--- src/tlbPkg.sv ---
package tlbPkg;

    localparam int vppnW = 19;
    localparam int asidW = 10;
    localparam int ppnW  = 20;

    // lowest vppn bit still compared for a 2 MiB entry
    localparam int hugeLsb = 9;

    // page size codes as held in the entry
    typedef enum logic [5:0] {
        ps4k = 6'd12,
        ps2m = 6'd21
    } pageSize_t;

    // one half of a page pair
    typedef struct packed {
        logic [ppnW-1:0] ppn;
        logic [1:0]      plv;
        logic [1:0]      mat;
        logic            d;
        logic            v;
    } pageAttr_t;

    typedef struct packed {
        logic [vppnW-1:0] vppn;
        pageSize_t        ps;
        logic [asidW-1:0] asid;
        logic             g;
        logic             e;
        pageAttr_t        page0;
        pageAttr_t        page1;
    } tlbEntry_t;

    typedef struct packed {
        logic             valid;
        logic [vppnW-1:0] vppn;
        logic             oddPage;
        logic [asidW-1:0] asid;
    } lookupReq_t;

    typedef struct packed {
        logic      valid;
        logic      found;
        pageSize_t ps;
        pageAttr_t page;
    } lookupResp_t;

    typedef enum logic [2:0] {
        opWrite,
        opRead,
        opInvAll,
        opInvGlobal,
        opInvNonGlobal,
        opInvAsid,
        opInvAsidVa,
        opInvGlobalOrAsidVa
    } maintOp_t;

    typedef struct packed {
        maintOp_t         op;
        logic [asidW-1:0] asid;
        logic [vppnW-1:0] vppn;
        tlbEntry_t        entry;
    } maintReq_t;

    // huge pages ignore the low vppn bits
    function automatic logic vppnHit(tlbEntry_t ent, logic [vppnW-1:0] vppn);
        if (ent.ps == ps4k) begin
            return ent.vppn == vppn;
        end
        return ent.vppn[vppnW-1:hugeLsb] == vppn[vppnW-1:hugeLsb];
    endfunction

endpackage

--- src/tlbMaintCtrl.sv ---
module tlbMaintCtrl
    import tlbPkg::*;
#(
    parameter int tlbNum = 64
) (
    input  logic                      Clk,
    input  logic                      arstN,
    input  logic                      reqValid,
    input  maintReq_t                 cmd,
    input  logic [$clog2(tlbNum)-1:0] index,
    output logic                      ack,
    output tlbEntry_t                 rdata,
    output logic                      wrEn,
    output logic [$clog2(tlbNum)-1:0] wrIndex,
    output tlbEntry_t                 wrEntry,
    output logic                      invEn,
    output maintOp_t                  invOp,
    output logic [asidW-1:0]          invAsid,
    output logic [vppnW-1:0]          invVppn,
    output logic [$clog2(tlbNum)-1:0] rdIndex,
    input  tlbEntry_t                 rdEntry
);

    localparam int idxW = $clog2(tlbNum);

    typedef enum logic [1:0] {
        stIdle,
        stExec,
        stHold,
        stRelease
    } state_t;

    state_t          state;
    maintReq_t       cmdReg;
    logic [idxW-1:0] indexReg;
    logic            isInv;

    always_ff @(posedge Clk or negedge arstN) begin
        if (!arstN) begin
            state <= stIdle;
            ack   <= 1'b0;
        end else begin
            case (state)
                stIdle: begin
                    if (reqValid) begin
                        state <= stExec;
                    end
                end
                stExec: state <= stHold;
                stHold: begin
                    // first hold cycle raises ack, then wait for req to drop
                    if (!ack) begin
                        ack <= 1'b1;
                    end else if (!reqValid) begin
                        state <= stRelease;
                    end
                end
                stRelease: begin
                    ack   <= 1'b0;
                    state <= stIdle;
                end
                default: state <= stIdle;
            endcase
        end
    end

    // command captured when the request is accepted
    always_ff @(posedge Clk) begin
        if (state == stIdle && reqValid) begin
            cmdReg   <= cmd;
            indexReg <= index;
        end
        if (state == stExec && cmdReg.op == opRead) begin
            rdata <= rdEntry;
        end
    end

    assign isInv = !(cmdReg.op inside {opWrite, opRead});

    assign wrEn    = (state == stExec) && (cmdReg.op == opWrite);
    assign invEn   = (state == stExec) && isInv;
    assign wrIndex = indexReg;
    assign rdIndex = indexReg;
    assign wrEntry = cmdReg.entry;
    assign invOp   = cmdReg.op;
    assign invAsid = cmdReg.asid;
    assign invVppn = cmdReg.vppn;

endmodule

--- config.mk ---
export PLATFORM = sky130hd
export DESIGN_NAME = tlbMaintCtrl
export DESIGN_NICKNAME = d
export VERILOG_FILES = /design/src/tlbPkg.sv /design/src/tlbMaintCtrl.sv
export SDC_FILE = /design/constraint.sdc
export NUM_CORES = 1
export LEC_CHECK = 0
export BUFFER_PORTS_ARGS = -buffer_cell sky130_fd_sc_hd__buf_2
export CORE_AREA = 2 2 172 174
export CTS_BUF_LIST = sky130_fd_sc_hd__clkbuf_8
export DETAILED_ROUTE_END_ITERATION = 10
export DIE_AREA = 0 0 174 176
export PLACE_DENSITY = 0.59
export SYNTH_ARGS = -nofsm -noshare
export SYNTH_HDL_FRONTEND = slang
export SYNTH_SLANG_ARGS = --single-unit
--- constraint.sdc ---
create_clock -name Clk -period 11.55 [get_ports Clk]
set_input_delay 0.5775 -clock Clk [delete_from_list [all_inputs] [get_ports Clk]]
set_output_delay 0.5775 -clock Clk [all_outputs]
set_load 0.05 [all_outputs]
# == After elaboration in Yosys (flattened, before gate mapping) ==
# Index checks and enable logic that the tools add are counted.
# word_totals
ff_bits,219
in_bits,219
output_inout_bits,225
# op_classes
eq_ne,7
n_mux,5
n_reduce_logical,10
# ops
operator,n
$pmux W2 S4,1
$mux W2,3
$ne A2 B2 Y1 const B,3
$eq A2 B2 Y1 const B,2
$logic_and A1 B1 Y1,4
$reduce_bool A2 Y1,2
$eq A3 B1 Y1 const B,1
$logic_not A3 Y1,1
$reduce_and A3 Y1,1
$eq A2 B1 Y1 const B,1
$logic_not A2 Y1,1
$pmux W1 S2,1
$logic_not A1 Y1,1

# == Logic depth before layout (Yosys ltp) ==
# depth
ltp_word,4
depth_mapped,5

# == Worst setup path before layout ==
# Ideal clock, no wire load.
# synth_path
kind,register to register
start,"reg cmdReg, in the netlist invOp[2]"
end,"reg rdata[0] (netlist bit), enable pin"
setup_ps,761
arrival_ps,9259
required_ps,10789
setup_slack_ps,1529
path_stages_with_launch,2
path_cell_list,edfxtp_1 nor4bb_1
# synth_between
elab_chain_len,2
# synth_lines
element,line_no,text
from (decl),tlbMaintCtrl.sv:34,maintReq_t cmdReg;
from (signal assigned),tlbMaintCtrl.sv:70,cmdReg <= cmd;
$eq A3 B1 Y1,tlbMaintCtrl.sv:73,if (state == stExec && cmdReg.op == opRead) begin
$logic_and A1 B1 Y1,tlbMaintCtrl.sv:73,
to (signal assigned),tlbMaintCtrl.sv:74,rdata <= rdEntry;
to (decl),tlbMaintCtrl.sv:12,"output tlbEntry_t rdata,"
# No other way between the ends.
# A chain may end at the register's enable or synchronous reset.

# == Final worst setup path ==
# layout_path
start,reg state[0]
end,"reg cmdReg, in the netlist invVppn[18], enable pin"
# layout_between
elab_chain_len,2
# layout_lines
element,line_no,text
from (decl),tlbMaintCtrl.sv:33,state_t state;
from (signal assigned),tlbMaintCtrl.sv:40,state <= stIdle;
from (signal assigned),tlbMaintCtrl.sv:46,state <= stExec;
from (signal assigned),tlbMaintCtrl.sv:49,stExec: state <= stHold;
$logic_not A2 Y1,tlbMaintCtrl.sv:69,if (state == stIdle && reqValid) begin
$logic_and A1 B1 Y1,tlbMaintCtrl.sv:69,
# No other way between the ends.

==> results.py <==
metrics = {
    "clocking": {
        "cts_made_buffers": 37,
        "clock_path_buffers": 3,
        "clkSlewWorstSetupHoldPaths_ps": 60,
        "ctsRootBufferMaster": "clkbuf_8",
        "clock_latency_ps": 510,
        "ctsResizeCount": 0,
        "h-tree-depth": 2,
        "tritoncts": "built",
        "cts_sinks": 219,
    },
    "final_layout": {
        "layout_commonest_cell": "buf_2",
        "final_cell_mix": "buf_2 (443), edfxtp_1 (216), clkbuf_8 (39), clkinv_1 (11), inv_1 (9)",
        "layout.nets": 948,
        "syn2layout_area_growth_pct": 50.0,
        "design_area_um2": 10100,
        "drive_above_1_share_pct": 66.0,
        "final_core_util_pct": 35.6,
        "final_cell_count_no_fill": 1134,
    },
    "place": {
        "hpwl_um": 15200,
        "dp_slack_ps": 8850,
        "placed_area_um2": 9460,
        "dp.cells": 1069,
        "portBuffers": 443,
        "routabilityCongestion": 0.780,
    },
    "critical_path": {
        "cp_slowest_stage_delay_ps": 750,
        "required_ps": 11690,
        "start_kind": "flop",
        "critical_path_peak_fanout": 68,
        "arrival_ps": 2760,
        "critPathKind": "flop to flop",
        "crit_chain": "inv_1 -> ha_1 -> and2_4 -> buf_4",
        "cp_slowest_cell": "and2_4",
        "regToRegSetupSlack_ps": 8930,
        "reg2reg_from": "state[0]",
        "cp-end-kind": "flop",
        "worst_r2r_endpoint": "invVppn[18]",
        "r2r_cells": 4,
        "critPathBufInv": 2,
        "crit_family": "buffers and inverters",
    },
    "sta": {
        "finalSetupViolCount": 0,
        "finalMaxSlewViolations": 0,
        "fin_hold_ws_ps": 237,
        "postLayoutSetupSlackWorst_ps": 8930,
        "rsz0062_at_grt": "false",
        "fmax_mhz": 382,
        "hold_violations": 0,
        "fin_crit_ps": 2620,
        "skew_ps": 14.7,
        "slew_headroom_pct": 38.2,
        "tns_ps": 0,
        "timing.final.crit_share_pct": 22.7,
        "worst_pin_slew_ps": 927,
    },
    "global_routing": {
        "grt_max_degree": 76,
        "grt_pass1_wl_um": 27000,
        "grt_overflow_total": 0,
        "track_usage_pct": 11.9,
        "antenna_found_initial": 7,
        "grt_pass1_vias": 4563,
    },
    "synth": {
        "synth_area_um2": 6770,
        "ys_types": 16,
        "syn-num-nets": 468,
        "netlist_instances": 245,
        "syn_area_per_cell_um2": 27.6,
        "yosysSeqAreaShare_pct": 97.0,
        "synth_seq_cells": 219,
        "yosysWarnings": 0,
    },
    "drt": {
        "drt_iter0_markers": 142,
        "wire_per_inst_um": 17.1,
        "ant_nets": 0,
        "drt_first_pass_iters": 4,
        "wirelength_um": 19300,
        "viasPerCell": 3.76,
        "dr_total_vias": 4266,
        "drcViolationCount": 0,
    },
    "die": {
        "num_io_pins": 444,
        "die_h_um": 176,
        "rows": 62,
        "die_w_um": 174,
        "start_util_pct": 23.7,
        "dieArea_um2": 30600,
        "core_um2": 28500,
    },
    "power_and_ir_drop": {
        "finalPower_mw": 2.24,
        "max-vdd-ir-drop_uv": 119,
        "p_per_area_nw_per_um2": 221,
        "p_leak_nw": 4.23,
    },
    "run_status": {
        "outcome": "complete, no violations",
    },
    "worst_hold_path": {
        "hold_path_startpoint": "cmd[100]",
        "hold_depth": 1,
        "holdPathEnd": "invVppn[11]",
        "hp-class": "input port to flop",
    },
    "job": {
        "drv_cap": 0,
    },
}
cells in the mapped netlist, drive strengths merged:
cell type / n / area share [%]
and2: 1 / 0.093
buf: 6 / 0.67
dfrtp: 3 / 1.1
edfxtp: 216 / 96
ha: 4 / 0.74
inv: 2 / 0.11
mux2: 1 / 0.22
nand2: 1 / 0.055
nor2: 2 / 0.11
nor2b: 2 / 0.18
nor3b: 1 / 0.18
nor4b: 1 / 0.13
nor4bb: 1 / 0.15
o21a: 1 / 0.11
o21ai: 2 / 0.15
o21bai: 1 / 0.11
cell type report:
cell class | instances | area, µm²
diodes | 4 | 10.0
clock buffers | 39 | 537
fillers | 2808 | 18400
clock inverters | 21 | 135
flip-flops and latches | 219 | 6560
multi-input cells | 18 | 169
inverters | 2 | 7.51
repair buffers | 447 | 2250
well taps | 384 | 480
worst max-delay path by stage:
stage	start	end	slack, ps	depth (start not counted)
2_1_floorplan	invOp[2]	rdata[0]	1530	1
3_3_place_gp	state[0]	invVppn[18]	8930	4
3_5_place_dp	state[0]	wrEntry[5]	8850	4
4_1_cts	state[0]	invVppn[18]	8870	4
5_1_grt	state[1]	invAsid[2]	8700	4
6_report	state[0]	invVppn[18]	8930	4
where the power goes:
part / leakage [nW] / switching [mW] / total (mW) / internal [mW]
Sequential: 2.01 / 0.0313 / 1.04 / 1.01
Clock: 0.363 / 0.286 / 0.639 / 0.353
Combinational: 1.85 / 0.456 / 0.564 / 0.108
Total: 4.23 / 0.773 / 2.24 / 1.47
sequential cells by signal (all words and copies together) (netlist names):
name,flops
rdata,89
wrEntry,89
invVppn,19
invAsid,10
rdIndex,6
invOp,3
state,2
ack,1
routing by layer:
| metal | GRT usage, % | share of wire, % | vias up |
|---|---|---|---|
| met3 | 5.53 | 11 | 37 |
| met1 | 12.0 | 34 | 1981 |
| li1 | - | - | 1945 |
| met4 | 3.68 | 2.0 | 4 |
| met2 | 21.9 | 52 | 299 |
| met5 | 0 | 0.16 | - |
what timing repair did:
item,CTS,global route
buffers inserted,0,0
endpoints found under the hold margin,3,0
hold buffers,1,0
worst reg2reg max path: stages (launching register included):
cell and delay (ps):
dfrtp_1 410, inv_1 90, ha_1 220, and2_4 750
buf_4 750
cells by family after synthesis:
kind of cell    after synthesis  synth area share [%]
mux                           1                 0.222
flops                       219                  97.0
fa+ha+maj                     4                 0.740
buf+inv                       8                 0.777
simple gates                  9                 0.906
compound gates                4                 0.370
(Power assumes the default switching activity.)
